**config.mk**
```make
export PLATFORM = sky130hd
export DESIGN_NAME = csr_unit
export DESIGN_NICKNAME = d
export VERILOG_FILES = /design/src/hw/trap_pkg.sv /design/src/hw/csr_map_pkg.sv /design/src/hw/csr_unit.sv /design/src/hw/csr_regfile.sv /design/src/hw/trap_ctrl.sv /design/src/hw/perf_counters.sv
export SDC_FILE = /design/constraint.sdc
export NUM_CORES = 1
export LEC_CHECK = 0
export ABC_AREA = 1
export BUFFER_PORTS_ARGS = -buffer_cell sky130_fd_sc_hd__buf_2
export CORE_MARGIN = 5
export CORE_UTILIZATION = 40
export CTS_BUF_LIST = sky130_fd_sc_hd__clkbuf_2
export CTS_CLUSTER_DIAMETER = 40
export DETAILED_ROUTE_END_ITERATION = 12
export GPL_ROUTABILITY_DRIVEN = 0
export GPL_TIMING_DRIVEN = 0
export SYNTH_ARGS = -nofsm -noshare
export SYNTH_HDL_FRONTEND = slang
export SYNTH_SLANG_ARGS = --single-unit
```
**constraint.sdc**
```tcl
create_clock -name clk -period 3.7 [get_ports clk]
set_input_delay 0.925 -clock clk [delete_from_list [all_inputs] [get_ports clk]]
set_output_delay 0.925 -clock clk [all_outputs]
set_load 0.02 [all_outputs]
```
**src/hw/trap_pkg.sv**
```systemverilog
`default_nettype none

package trap_pkg;

    localparam logic [31:0] CAUSE_FETCH_FAULT  = 32'd1;
    localparam logic [31:0] CAUSE_ILLEGAL_INSN = 32'd2;
    // Interrupt flag in bit 31, code 11.
    localparam logic [31:0] CAUSE_M_EXT_IRQ    = 32'h8000_000B;

    // mtvec mode field.
    localparam logic [1:0] MTVEC_DIRECT   = 2'd0;
    localparam logic [1:0] MTVEC_VECTORED = 2'd1;

    // Trap controller to register file.
    typedef struct packed {
        logic        take;
        logic        mret;
        logic [31:0] cause;
        logic [31:0] epc;
        logic [31:0] tval;
    } trap_event_t;

    // Register file to trap controller.
    typedef struct packed {
        logic        mie_global; // mstatus.MIE.
        logic        meie;
        logic [31:0] mtvec;
        logic [31:0] mepc;
    } trap_state_t;

endpackage

`default_nettype wire

```
**src/hw/csr_map_pkg.sv**
```systemverilog
`default_nettype none

package csr_map_pkg;

    // User-mode counter aliases.
    localparam logic [11:0] CSR_CYCLE     = 12'hC00;
    localparam logic [11:0] CSR_TIME      = 12'hC01;
    localparam logic [11:0] CSR_INSTRET   = 12'hC02;
    localparam logic [11:0] CSR_CYCLEH    = 12'hC80;
    localparam logic [11:0] CSR_TIMEH     = 12'hC81;
    localparam logic [11:0] CSR_INSTRETH  = 12'hC82;

    localparam logic [11:0] CSR_MCYCLE    = 12'hB00;
    localparam logic [11:0] CSR_MINSTRET  = 12'hB02;
    localparam logic [11:0] CSR_MCYCLEH   = 12'hB80;
    localparam logic [11:0] CSR_MINSTRETH = 12'hB82;

    // Identity, all read-only.
    localparam logic [11:0] CSR_MISA      = 12'h301;
    localparam logic [11:0] CSR_MVENDORID = 12'hF11;
    localparam logic [11:0] CSR_MARCHID   = 12'hF12;
    localparam logic [11:0] CSR_MIMPID    = 12'hF13;
    localparam logic [11:0] CSR_MHARTID   = 12'hF14;

    localparam logic [11:0] CSR_MSTATUS   = 12'h300;
    localparam logic [11:0] CSR_MIE       = 12'h304;
    localparam logic [11:0] CSR_MTVEC     = 12'h305;
    localparam logic [11:0] CSR_MSCRATCH  = 12'h340;
    localparam logic [11:0] CSR_MEPC      = 12'h341;
    localparam logic [11:0] CSR_MCAUSE    = 12'h342;
    localparam logic [11:0] CSR_MTVAL     = 12'h343;
    localparam logic [11:0] CSR_MIP       = 12'h344; // Read-only here.

    localparam int MSTATUS_MIE     = 3;
    localparam int MSTATUS_MPIE    = 7;
    localparam int MSTATUS_MPP_LSB = 11; // Two bits wide.
    localparam int MIE_MEIE        = 11;
    localparam int MIP_MEIP        = 11;

    // RV32 with A, C, I and M.
    localparam logic [31:0] MISA_VALUE = 32'h4000_1105;

    // Low two bits of funct3.
    typedef enum logic [1:0] {
        CSR_OP_NONE  = 2'b00,
        CSR_OP_WRITE = 2'b01,
        CSR_OP_SET   = 2'b10,
        CSR_OP_CLEAR = 2'b11
    } csr_op_e;

    typedef struct packed {
        logic        wr_en;
        logic        use_imm; // From funct3 bit 2.
        csr_op_e     op;
        logic [4:0]  imm;
        logic [11:0] addr;
        logic [31:0] wdata;
    } csr_req_t;

endpackage

`default_nettype wire
```
**src/hw/csr_unit.sv**
```systemverilog
`timescale 1ns/1ps
`default_nettype none

module csr_unit (
    input  wire logic        clk,
    input  wire logic        rst_n,
    input  wire logic        csr_wr_en_i,
    input  wire logic [2:0]  func3_i,
    input  wire logic [4:0]  csr_imm_i,
    input  wire logic [11:0] csr_addr_i,
    input  wire logic [31:0] csr_wdata_i,
    output logic [31:0]      csr_rdata_o,
    input  wire logic        illegal_insn_i,
    input  wire logic        fetch_fault_i,
    input  wire logic        instruction_finished_i,
    input  wire logic        mret_i,
    input  wire logic [31:0] fetch_pc_i,
    input  wire logic [31:0] decode_pc_i,
    input  wire logic        external_irq_i,
    output logic             ifid_flush_o,
    output logic             idex_flush_o,
    output logic             exmem_flush_o,
    output logic [31:0]      trap_pc_o
);
    import csr_map_pkg::*;
    import trap_pkg::*;

    csr_req_t    req;
    trap_state_t trap_state;
    trap_event_t trap_evt;
    logic [63:0] cycles;
    logic [63:0] instret;
    logic        flush;

    assign req = '{
        wr_en:   csr_wr_en_i,
        use_imm: func3_i[2],
        op:      csr_op_e'(func3_i[1:0]),
        imm:     csr_imm_i,
        addr:    csr_addr_i,
        wdata:   csr_wdata_i
    };

    csr_regfile u_regfile (
        .clk        (clk),
        .rst_n      (rst_n),
        .req_i      (req),
        .cycles_i   (cycles),
        .instret_i  (instret),
        .irq_line_i (external_irq_i),
        .event_i    (trap_evt),
        .rdata_o    (csr_rdata_o),
        .state_o    (trap_state)
    );

    perf_counters u_counters (
        .clk       (clk),
        .rst_n     (rst_n),
        .retire_i  (instruction_finished_i),
        .cycles_o  (cycles),
        .instret_o (instret)
    );

    trap_ctrl u_trap (
        .clk            (clk),
        .rst_n          (rst_n),
        .illegal_insn_i (illegal_insn_i),
        .fetch_fault_i  (fetch_fault_i),
        .irq_i          (external_irq_i),
        .mret_i         (mret_i),
        .fetch_pc_i     (fetch_pc_i),
        .decode_pc_i    (decode_pc_i),
        .state_i        (trap_state),
        .event_o        (trap_evt),
        .flush_o        (flush),
        .redirect_pc_o  (trap_pc_o)
    );

    // One pulse clears all three front-end stages.
    assign ifid_flush_o  = flush;
    assign idex_flush_o  = flush;
    assign exmem_flush_o = flush;

endmodule

`default_nettype wire

```
**src/hw/csr_regfile.sv**
```systemverilog
`timescale 1ns/1ps
`default_nettype none

module csr_regfile (
    input  wire logic                   clk,
    input  wire logic                   rst_n,
    input  wire csr_map_pkg::csr_req_t  req_i,
    input  wire logic [63:0]            cycles_i,
    input  wire logic [63:0]            instret_i,
    input  wire logic                   irq_line_i,
    input  wire trap_pkg::trap_event_t  event_i,
    output logic [31:0]                 rdata_o,
    output trap_pkg::trap_state_t       state_o
);
    import csr_map_pkg::*;
    import trap_pkg::*;

    logic        mstatus_mie_q;
    logic        mstatus_mpie_q;
    logic        mie_meie_q;
    logic [31:0] mtvec_q;
    logic [31:0] mscratch_q;
    logic [31:0] mepc_q;
    logic [31:0] mcause_q;
    logic [31:0] mtval_q;

    logic [31:0] mstatus_rd;
    logic [31:0] mie_rd;
    logic [31:0] mip_rd;
    logic [31:0] operand;
    logic [31:0] wr_val;
    logic        do_write;

    // Sparse registers expanded to full words.
    always_comb begin
        mstatus_rd = '0;
        mstatus_rd[MSTATUS_MIE]  = mstatus_mie_q;
        mstatus_rd[MSTATUS_MPIE] = mstatus_mpie_q;
        mstatus_rd[MSTATUS_MPP_LSB +: 2] = 2'b11; // Machine mode only.
        mie_rd = '0;
        mie_rd[MIE_MEIE] = mie_meie_q;
        mip_rd = '0;
        mip_rd[MIP_MEIP] = irq_line_i;
    end

    always_comb begin
        case (req_i.addr)
            CSR_CYCLE, CSR_MCYCLE:       rdata_o = cycles_i[31:0];
            CSR_CYCLEH, CSR_MCYCLEH:     rdata_o = cycles_i[63:32];
            CSR_INSTRET, CSR_MINSTRET:   rdata_o = instret_i[31:0];
            CSR_INSTRETH, CSR_MINSTRETH: rdata_o = instret_i[63:32];
            CSR_TIME, CSR_TIMEH:         rdata_o = '0; // No timer.
            CSR_MISA:                    rdata_o = MISA_VALUE;
            CSR_MVENDORID, CSR_MARCHID,
            CSR_MIMPID, CSR_MHARTID:     rdata_o = '0;
            CSR_MSTATUS:                 rdata_o = mstatus_rd;
            CSR_MIE:                     rdata_o = mie_rd;
            CSR_MIP:                     rdata_o = mip_rd;
            CSR_MTVEC:                   rdata_o = mtvec_q;
            CSR_MSCRATCH:                rdata_o = mscratch_q;
            CSR_MEPC:                    rdata_o = mepc_q;
            CSR_MCAUSE:                  rdata_o = mcause_q;
            CSR_MTVAL:                   rdata_o = mtval_q;
            default:                     rdata_o = '0;
        endcase
    end

    assign operand = req_i.use_imm ? {27'd0, req_i.imm} : req_i.wdata;

    // Read-modify-write on the old value.
    always_comb begin
        case (req_i.op)
            CSR_OP_WRITE: wr_val = operand;
            CSR_OP_SET:   wr_val = rdata_o | operand;
            CSR_OP_CLEAR: wr_val = rdata_o & ~operand;
            default:      wr_val = rdata_o;
        endcase
    end

    assign do_write = req_i.wr_en && (req_i.op != CSR_OP_NONE);

    always_ff @(posedge clk) begin
        if (!rst_n) begin
            mstatus_mie_q  <= 1'b0;
            mstatus_mpie_q <= 1'b0;
            mie_meie_q     <= 1'b0;
            mtvec_q        <= '0;
            mscratch_q     <= '0;
            mepc_q         <= '0;
            mcause_q       <= '0;
            mtval_q        <= '0;
        end else if (event_i.take) begin
            // Push the interrupt-enable stack.
            mstatus_mpie_q <= mstatus_mie_q;
            mstatus_mie_q  <= 1'b0;
            mepc_q         <= {event_i.epc[31:2], 2'b00};
            mcause_q       <= event_i.cause;
            mtval_q        <= event_i.tval;
        end else if (event_i.mret) begin
            mstatus_mie_q  <= mstatus_mpie_q;
            mstatus_mpie_q <= 1'b1;
        end else if (do_write) begin
            case (req_i.addr)
                CSR_MSTATUS: begin
                    mstatus_mie_q  <= wr_val[MSTATUS_MIE];
                    mstatus_mpie_q <= wr_val[MSTATUS_MPIE];
                end
                CSR_MIE:      mie_meie_q <= wr_val[MIE_MEIE];
                // Reserved modes fall back to direct.
                CSR_MTVEC:    mtvec_q <= {wr_val[31:2],
                                  (wr_val[1:0] == MTVEC_VECTORED) ? MTVEC_VECTORED : MTVEC_DIRECT};
                CSR_MSCRATCH: mscratch_q <= wr_val;
                CSR_MEPC:     mepc_q     <= {wr_val[31:2], 2'b00};
                CSR_MCAUSE:   mcause_q   <= wr_val;
                CSR_MTVAL:    mtval_q    <= wr_val;
                default: begin
                end
            endcase
        end
    end

    assign state_o = '{
        mie_global: mstatus_mie_q,
        meie:       mie_meie_q,
        mtvec:      mtvec_q,
        mepc:       mepc_q
    };

    // Trap controller never enters and returns in one cycle.
    assert property (@(posedge clk) disable iff (!rst_n)
        !(event_i.take && event_i.mret));

endmodule

`default_nettype wire

```
**src/hw/trap_ctrl.sv**
```systemverilog
`timescale 1ns/1ps
`default_nettype none

module trap_ctrl (
    input  wire logic                   clk,
    input  wire logic                   rst_n,
    input  wire logic                   illegal_insn_i,
    input  wire logic                   fetch_fault_i,
    input  wire logic                   irq_i,
    input  wire logic                   mret_i,
    input  wire logic [31:0]            fetch_pc_i,
    input  wire logic [31:0]            decode_pc_i,
    input  wire trap_pkg::trap_state_t  state_i,
    output trap_pkg::trap_event_t       event_o,
    output logic                        flush_o,
    output logic [31:0]                 redirect_pc_o
);
    import trap_pkg::*;

    logic        irq_pending;
    logic        trap_req;
    logic        take;
    logic        do_mret;
    logic [31:0] cause_sel;
    logic [31:0] epc_sel;
    logic [31:0] tval_sel;
    logic [31:0] mtvec_base;
    logic [31:0] trap_target;

    // Interrupt gated by both enables.
    assign irq_pending = irq_i && state_i.mie_global && state_i.meie;
    assign trap_req    = illegal_insn_i || fetch_fault_i || irq_pending;

    // Nothing new while a flush is on its way out.
    assign take    = trap_req && !flush_o;
    assign do_mret = mret_i && !trap_req && !flush_o;

    // Decode holds the older instruction, so it wins.
    always_comb begin
        if (illegal_insn_i) begin
            cause_sel = CAUSE_ILLEGAL_INSN;
            epc_sel   = decode_pc_i;
            tval_sel  = '0;
        end else if (fetch_fault_i) begin
            cause_sel = CAUSE_FETCH_FAULT;
            epc_sel   = fetch_pc_i;
            tval_sel  = fetch_pc_i; // Faulting address.
        end else begin
            cause_sel = CAUSE_M_EXT_IRQ;
            epc_sel   = decode_pc_i;
            tval_sel  = '0;
        end
    end

    assign mtvec_base = {state_i.mtvec[31:2], 2'b00};

    // Vectored mode offsets interrupts by four times the cause code.
    always_comb begin
        trap_target = mtvec_base;
        if ((state_i.mtvec[1:0] == MTVEC_VECTORED) && cause_sel[31]) begin
            trap_target = mtvec_base + {cause_sel[29:0], 2'b00};
        end
    end

    assign event_o = '{
        take:  take,
        mret:  do_mret,
        cause: cause_sel,
        epc:   epc_sel,
        tval:  tval_sel
    };

    always_ff @(posedge clk) begin
        if (!rst_n) begin
            flush_o       <= 1'b0;
            redirect_pc_o <= '0;
        end else begin
            flush_o <= take || do_mret;
            if (take) begin
                redirect_pc_o <= trap_target;
            end else if (do_mret) begin
                redirect_pc_o <= state_i.mepc;
            end
        end
    end

    // Single-cycle pulse, even under back-to-back causes.
    assert property (@(posedge clk) disable iff (!rst_n)
        flush_o |=> !flush_o);

    // Both mtvec base and stored mepc must land on a word.
    assert property (@(posedge clk) disable iff (!rst_n)
        flush_o |-> (redirect_pc_o[1:0] == 2'b00));

endmodule

`default_nettype wire

```
**src/hw/perf_counters.sv**
```systemverilog
`timescale 1ns/1ps
`default_nettype none

module perf_counters (
    input  wire logic        clk,
    input  wire logic        rst_n,
    input  wire logic        retire_i,
    output logic [63:0]      cycles_o,
    output logic [63:0]      instret_o
);

    // Free-running counters wide enough to carry across 32 bits.
    always_ff @(posedge clk) begin
        if (!rst_n) begin
            cycles_o  <= '0;
            instret_o <= '0;
        end else begin
            cycles_o <= cycles_o + 64'd1;
            if (retire_i) begin
                instret_o <= instret_o + 64'd1; // At most one per cycle.
            end
        end
    end

endmodule

`default_nettype wire

```
==> key figures, run 1 <==
Run status
  – Outcome: complete, but fails checks
  – Violated checks: negative setup slack

Power and ir drop
  – Cell internal power dissipation: 4.70 mW
  – Leak Pwr: 9.44 nW
  – Combinational fraction of design power: 0.140
  – Clk pwr share: 0.349
  – Switching Share: 0.347
  – P_sw: 2.50 mW
  – Power Density: 325 nW/µm²
  – Worst vdd ir: 0.000166 V
  – Seq pwr share: 0.511

CTS
  – Clock transition at the registers of the reported paths: 0.09 ns
  – # hold bufs at CTS: 0
  – CTS tree: yes
  – # clock sinks: 319
  – Max Buffers Root-to-Sink: 3
  – H-tree depth reported by CTS: 3
  – CTS Root Cell: clkbuf_2
  – CTS Buf Count: 91
  – Worst-Skew Late Latency: 1.17 ns

Global route
  – GR Util met2: 0.513
  – Vias in the first global route: 22000
  – GR Layer Usage met1: 0.440
  – Largest net degree at the start of global routing: 13
  – GR Layer Usage met3: 0.102
  – First-pass GRT wire length: 140000 µm
  – All-layer global routing usage: 0.351
  – Global route overflow: 0
  – GRT busiest layer: met2
  – Initial antenna violation count: 1

Synth
  – Sequential fraction of the synthesis area: 0.328
  – Synth cell types: 59
  – Leading post-synthesis cells by cell area: dfxtp_1 (33%), nand2_1 (13%), inv_1 (8.3%)
  – Syn Inst Count: 3134
  – Post-synth top flop: dfxtp_1
  – Area fraction of the dominant cell type after synthesis: 0.328
  – Synthesized flop and latch total: 319
  – Number of synthesized flops with an enable pin: 0
  – Asr flop ratio synth: 0
  – Post-synthesis cell area: 19500 µm²
  – Synthesis Warnings: 0
  – Post-synth top area cell: dfxtp_1
  – Avg Inst Size Synth: 6.22 µm²

Setup path
  – CP cell instances: buf_2 > inv_2 > nand2_2 > nor2_4 > buf_8 > nand4_1 > buf_2 > nor2_1 > nor2_2 > nand3_2 > buf_2
  – Worst R2R End: u_trap.redirect_pc_o[28]
  – Crit Path Category: input pin to output port
  – Critical Path Fanout Max: 10
  – FF-to-FF Start: u_regfile.mtvec_q[2]
  – Worst setup path start: csr_addr_i[0]
  – Reg2reg setup slack: 0.99 ns
  – Worst EP arrival: 2.86 ns
  – Most frequent cell on the critical path: buf_2
  – FF-to-FF path depth: 14
  – Crit path launch type: input pin
  – Critical path endpoint category: output port
  – Critical-path top delay cell: nor2_1
  – Worst stage delay on the critical path: 0.27 ns
  – Worst path required time: 2.77 ns

Timing
  – Final worst slack: -0.0870 ns
  – Slew headroom: 0.232
  – Setup TNS: -0.508 ns
  – RSZ-0062 raised after global routing: true
  – Final hold vios: 0
  – Max Slew Vio Count: 0
  – Fmax: 264 MHz
  – Worst-Margin Slew: 1.15 ns
  – Setup violators final: 15
  – Final critical-path share of the clock period: 1.02
  – Worst Skew: 0.142 ns
  – Crit path time final: 3.79 ns

Layout
  – Commonest non-fill, non-tap cells in the layout: nand2_1 (662), inv_1 (430), nor2_1 (335)
  – Final instance area: 22200 µm²
  – Commonest non-fill, non-tap cell in the layout: nand2_1
  – Fin util: 0.457
  – Fill cell count: 5217
  – Layout area overhead: 13.7%
  – Share of cells above drive strength 1: 0.143
  – # nets final: 3549
  – Post-Layout Cell Count: 4098

Route
  – DR DRC count: 0
  – Vias per Instance: 5.85
  – Remaining antenna violation count: 0
  – Drt wl/cell: 23.8 µm
  – Routed WL: 97700 µm
  – DR vias: 24000
  – DRT iter0 DRCs: 3691
  – First drt pass iteration count: 7

Worst hold path
  – WHS Endpoint: u_regfile.mtval_q[5]
  – Hold Crit Start: fetch_pc_i[5]
  – Hold crit path type: input pin to register
  – Worst Hold Depth: 3

Floorplanning
  – Die height: 231 µm
  – Die width: 231 µm
  – Initial Utilization: 0.402
  – Die area: 53300 µm²
  – Io pins: 191
  – # rows: 81
  – Core box area: 48500 µm²

Place
  – Cells after DPL: 3940
  – HPWL after DPL: 78400 µm
  – I/O Buffers: 183
  – Placed Area: 21200 µm²

Run
  – Max-Cap Viols: 0
[cell usage after synthesis (all sizes together) (3+ instances only)]
cell,count
o31ai,3
a221oi,12
o211ai,4
nor4,27
o21ai,300
nor2,369
o22ai,11
nand4,79
buf,49
clkbuf,84
nor3,98
or2,12
nand3b,7
a21oi,324
inv,444
xor2,31
ha,5
clkinv,3
nand3,212
dfxtp,319
a31oi,10
nor3b,16
nand2,693
o21a,6
[metal layers]
metal / share of wire / wire (µm)
met1: 0.38 / 36700
met2: 0.41 / 39600
met3: 0.13 / 12500
met4: 0.089 / 8720
met5: 0.0014 / 133
[registers in the layout (all words and copies together) (netlist names)]
signal	count
u_regfile.mstatus_mie_q	1
u_regfile.mie_meie_q	1
u_trap.redirect_pc_o	30
u_trap.flush_o	1
u_counters.cycles_o	64
u_regfile.mtvec_q	31
u_regfile.mscratch_q	32
u_regfile.mepc_q	30
u_regfile.mcause_q	32
u_regfile.mstatus_mpie_q	1
u_regfile.mtval_q	32
u_counters.instret_o	64
[worst max-delay path by stage]
stage / endpoint / slack, ns / cells after the start
final: csr_rdata_o[25] / -0.09 / 11
after floorplan: csr_rdata_o[1] / 0.45 / 10
after global placement: csr_rdata_o[1] / -0.20 / 11
after detailed placement: csr_rdata_o[1] / -0.21 / 11
after global routing: csr_rdata_o[9] / -0.07 / 12
after CTS: csr_rdata_o[27] / 0.003 / 12
[power by group through the flow]
stage               combinational, mW  sequential [mW]  clock (mW)
floorplan                       0.508             3.71           0
global placement                0.947             3.75           0
detailed placement              0.956             3.75           0
CTS                             0.961             3.67        2.52
global route                     1.07             3.69        2.71
finish                           1.01             3.68        2.52
[worst max-delay path, delay by kind of cell]
kind	cells	cell delay, ns
buf+inv	5	0.91
simple gates	6	1.00
[area by class of cell]
class                   count  area, µm²  share of cell area
multi-input cells        2236      10900               0.494
flip-flops and latches    319       6390               0.288
plain buffers             132        661              0.0298
diodes                      3       7.51            0.000339
inverters                 447       1690              0.0761
clock inverters            26        111             0.00502
clock buffers             121        606              0.0273
well taps                 622        778              0.0351
repair buffers            192        991              0.0447
[kinds of logic (layout without fill, tap and decap cells)]
| kind of cell | Yosys count | in the layout | share of synthesized area |
|---|---|---|---|
| other cells | 1 | 5 | 0.000192 |
| compound gates | 677 | 677 | 0.181 |
| flops | 319 | 319 | 0.328 |
| buf+inv | 580 | 918 | 0.120 |
| fa+ha+maj | 6 | 6 | 0.00424 |
| simple gates | 1518 | 1518 | 0.352 |
| xor+xnor | 33 | 33 | 0.0148 |
[per-stage QoR]
step | total power, mW | setup WS (ns) | hold slack [ns]
final | 7.20 | -0.0870 | 0.0597
after global routing | 7.46 | -0.0725 | 0.106
after CTS | 7.15 | 0.00343 | 0.0389
after detailed placement | 4.70 | -0.206 | 0.457
after global placement | 4.69 | -0.200 | 0.450
after floorplan | 4.22 | 0.449 | 0.440
[what timing repair did]
action | CTS | global route
endpoints found under the setup margin | 12 | 23
buffers inserted | 3 | 6
hold endpoints to repair | 0 | 0
pin swaps | 3 | 5
resized for setup | 19 | 38
Note: power is estimated with default switching activity, not from simulation.
==> run 2: changes to the inputs <==
--- a/config.mk
+++ b/config.mk
@@ -14,6 +14,7 @@
 export DETAILED_ROUTE_END_ITERATION = 12
 export GPL_ROUTABILITY_DRIVEN = 0
 export GPL_TIMING_DRIVEN = 0
+export HOLD_SLACK_MARGIN = 0.12
 export SYNTH_ARGS = -nofsm -noshare
 export SYNTH_HDL_FRONTEND = slang
 export SYNTH_SLANG_ARGS = --single-unit
==> constraint.sdc (replaced) <==
create_clock -name clk -period 3.7 [get_ports clk]
set_input_delay 0.925 -clock clk [delete_from_list [all_inputs] [get_ports clk]]
set_output_delay 0.925 -clock clk [all_outputs]
set_load 0.05 [all_outputs]
==> run 2 against run 1 <==
Compared with the run above: the run still ends with negative setup slack left; clock skew decreased by 0.0095 ns; register-to-register slack got worse by 0.23 ns; sequential power about the same; worst hold slack improved by 0.11 ns; clock power about the same; critical path depth decreased by 2; via count increased by 1.6%; design area increased by 3.4%; clock-buffer cell count unchanged; power increased by 1.7%; highest routed layer unchanged.
==> key figures, run 2 (synthesis gave the netlist of run 1 again) <==
Setup path
  – Worst EP arrival: 3.02 ns
  – CP cell instances: buf_2 > inv_1 > nand2_1 > nor2_4 > nand3_4 > o31ai_1 > nor4_2 > a21oi_2 > buf_6
  – Critical-path top delay cell: o31ai_1
  – Worst stage delay on the critical path: 0.71 ns
  – Crit path launch type: input pin
  – Delay-heaviest family, CP: compound AO/OA/AOI/OAI gates
  – Critical path endpoint category: output port
  – Worst path required time: 2.77 ns
  – FF-to-FF path depth: 11
  – FF-to-FF Start: u_regfile.mie_meie_q
  – Crit path depth: 9
  – Critical Path Fanout Max: 4
  – Reg2reg setup slack: 0.76 ns
  – Crit Path Category: input pin to output port
  – Crit path buffers/inverters: 3
  – Worst setup path start: csr_addr_i[2]

CTS
  – Worst-Skew Late Latency: 1.17 ns
  – CTS Buf Count: 91
  – Max Buffers Root-to-Sink: 3
  – CTS Root Cell: clkbuf_2
  – H-tree depth reported by CTS: 3
  – CTS tree: yes
  – Clock transition at the registers of the reported paths: 0.10 ns
  – # clock sinks: 319

Layout
  – Commonest non-fill, non-tap cell in the layout: nand2_1
  – Layout area overhead: 17.5%
  – Commonest non-fill, non-tap cells in the layout: nand2_1 (659), inv_1 (430), nor2_1 (333)
  – FF/Latch Area: 6390 µm²
  – Multi-input gate area: 11000 µm²
  – Final instance area: 22900 µm²
  – Share of cells above drive strength 1: 0.143
  – Fill cell count: 5120
  – # nets final: 3604
  – Post-Layout Cell Count: 4151
  – Top Registers: u_counters.cycles_o: 64 flops, u_counters.instret_o: 64 flops

Place
  – HPWL after DPL: 78400 µm
  – I/O Buffers: 183
  – Placed Area: 21200 µm²
  – Cells after DPL: 3940

Route
  – DR vias: 24400
  – DRT iter0 DRCs: 3694
  – Remaining antenna violation count: 0
  – Vias per Instance: 5.87
  – DR DRC count: 0
  – First drt pass iteration count: 8
  – Routed WL: 98400 µm
  – Drt wl/cell: 23.7 µm

Global route
  – Global route overflow: 0
  – All-layer global routing usage: 0.353
  – Vias in the first global route: 22300
  – Largest net degree at the start of global routing: 13
  – First-pass GRT wire length: 141000 µm
  – Initial antenna violation count: 2

Timing
  – Max Slew Vio Count: 0
  – Final worst slack: -0.242 ns
  – Hold_ws: 0.166 ns
  – Final critical-path share of the clock period: 1.07
  – Setup violators final: 17
  – Crit path time final: 3.94 ns
  – Worst-Margin Slew: 1.14 ns
  – Final hold vios: 0
  – Fmax: 254 MHz
  – RSZ-0062 raised after global routing: true
  – Slew headroom: 0.237
  – Worst Skew: 0.132 ns

Worst hold path
  – Worst Hold Depth: 5
  – Hold crit path type: input pin to register
  – Hold Crit Start: decode_pc_i[26]

Power and ir drop
  – Power Density: 320 nW/µm²
  – Leak Pwr: 9.67 nW
  – Worst vdd ir: 0.000175 V

Floorplanning
  – Initial Utilization: 0.402
  – Core box area: 48500 µm²
  – Die height: 231 µm
  – # rows: 81
  – Die area: 53300 µm²
  – Die width: 231 µm
  – Io pins: 191

Run
  – Max-Cap Viols: 0

Run status
  – Violated checks: negative setup slack
  – Outcome: complete, but fails checks
run 2: cell types whose count changed in the layout (fill, tap and decap cells not counted), moves of 2 or more:
cell	change
dlygate4sd3_1	+55
buf_2	-32
buf_6	+14
clkbuf_4	+10
buf_4	+5
nand2_2	+4
nor2_2	+4
nand2_1	-3
buf_8	+2
diode_2	-2
nand3_1	-2
nand3_2	+2
nor2_1	-2
nor2_4	-2
run 2: worst paths after layout:
kind | endpoint
hold / removal | u_regfile.mepc_q[26]
setup reg to reg | u_regfile.mepc_q[13]
setup / recovery | csr_rdata_o[9]
hold reg to reg | u_trap.redirect_pc_o[19]
run 2: cell type report:
cell class / count / share of cell area
Timing Repair Buffer: 246 / 0.0731
Clock inverter: 26 / 0.00486
Tap cell: 622 / 0.0340
Clock buffer: 121 / 0.0264
Sequential cell: 319 / 0.279
Antenna cell: 1 / 0.000109
Inverter: 447 / 0.0738
Buffer: 133 / 0.0300
Multi-Input combinational cell: 2236 / 0.479
run 2: layer usage:
metal	routed length, µm	up-vias	global-route usage
li1	-	11000	-
met1	36700	11100	0.441
met2	39900	1777	0.517
met3	12700	458	0.0999
met4	9030	4	0.257
met5	85	-	0.0101
run 2: timing repair:
item / in CTS / in global routing
pin swaps: 3 / 8
hold buffers: 55 / 0
endpoints found under the setup margin: 20 / 32
resized for setup: 50 / 71
setup buffers: 1 / 7
endpoints found under the hold margin: 52 / 0
run 2: worst min-delay path: stages:
cell	delay, ns
buf_2	0.08
a21oi_1	0.06
nand3_1	0.14
nand2_1	0.06
inv_1	0.04
run 2: through the flow:
stage / setup TNS, ns / power [mW] / worst slack, ns / utilization
finish: -1.08 / 7.32 / -0.242 / 0.472
global route: -0.479 / 7.57 / -0.0874 / 0.472
CTS: -0.202 / 7.26 / -0.0623 / 0.466
detailed placement: -2.12 / 4.76 / -0.259 / 0.437
global placement: -1.91 / 4.75 / -0.253 / 0.437
floorplan: 0 / 4.28 / 0.0272 / -
run 2: where the power goes:
part / total [mW] / switching (mW) / internal, mW
Clock: 2.53 / 1.65 / 0.882
Sequential: 3.68 / 0.124 / 3.56
Combinational: 1.11 / 0.807 / 0.306
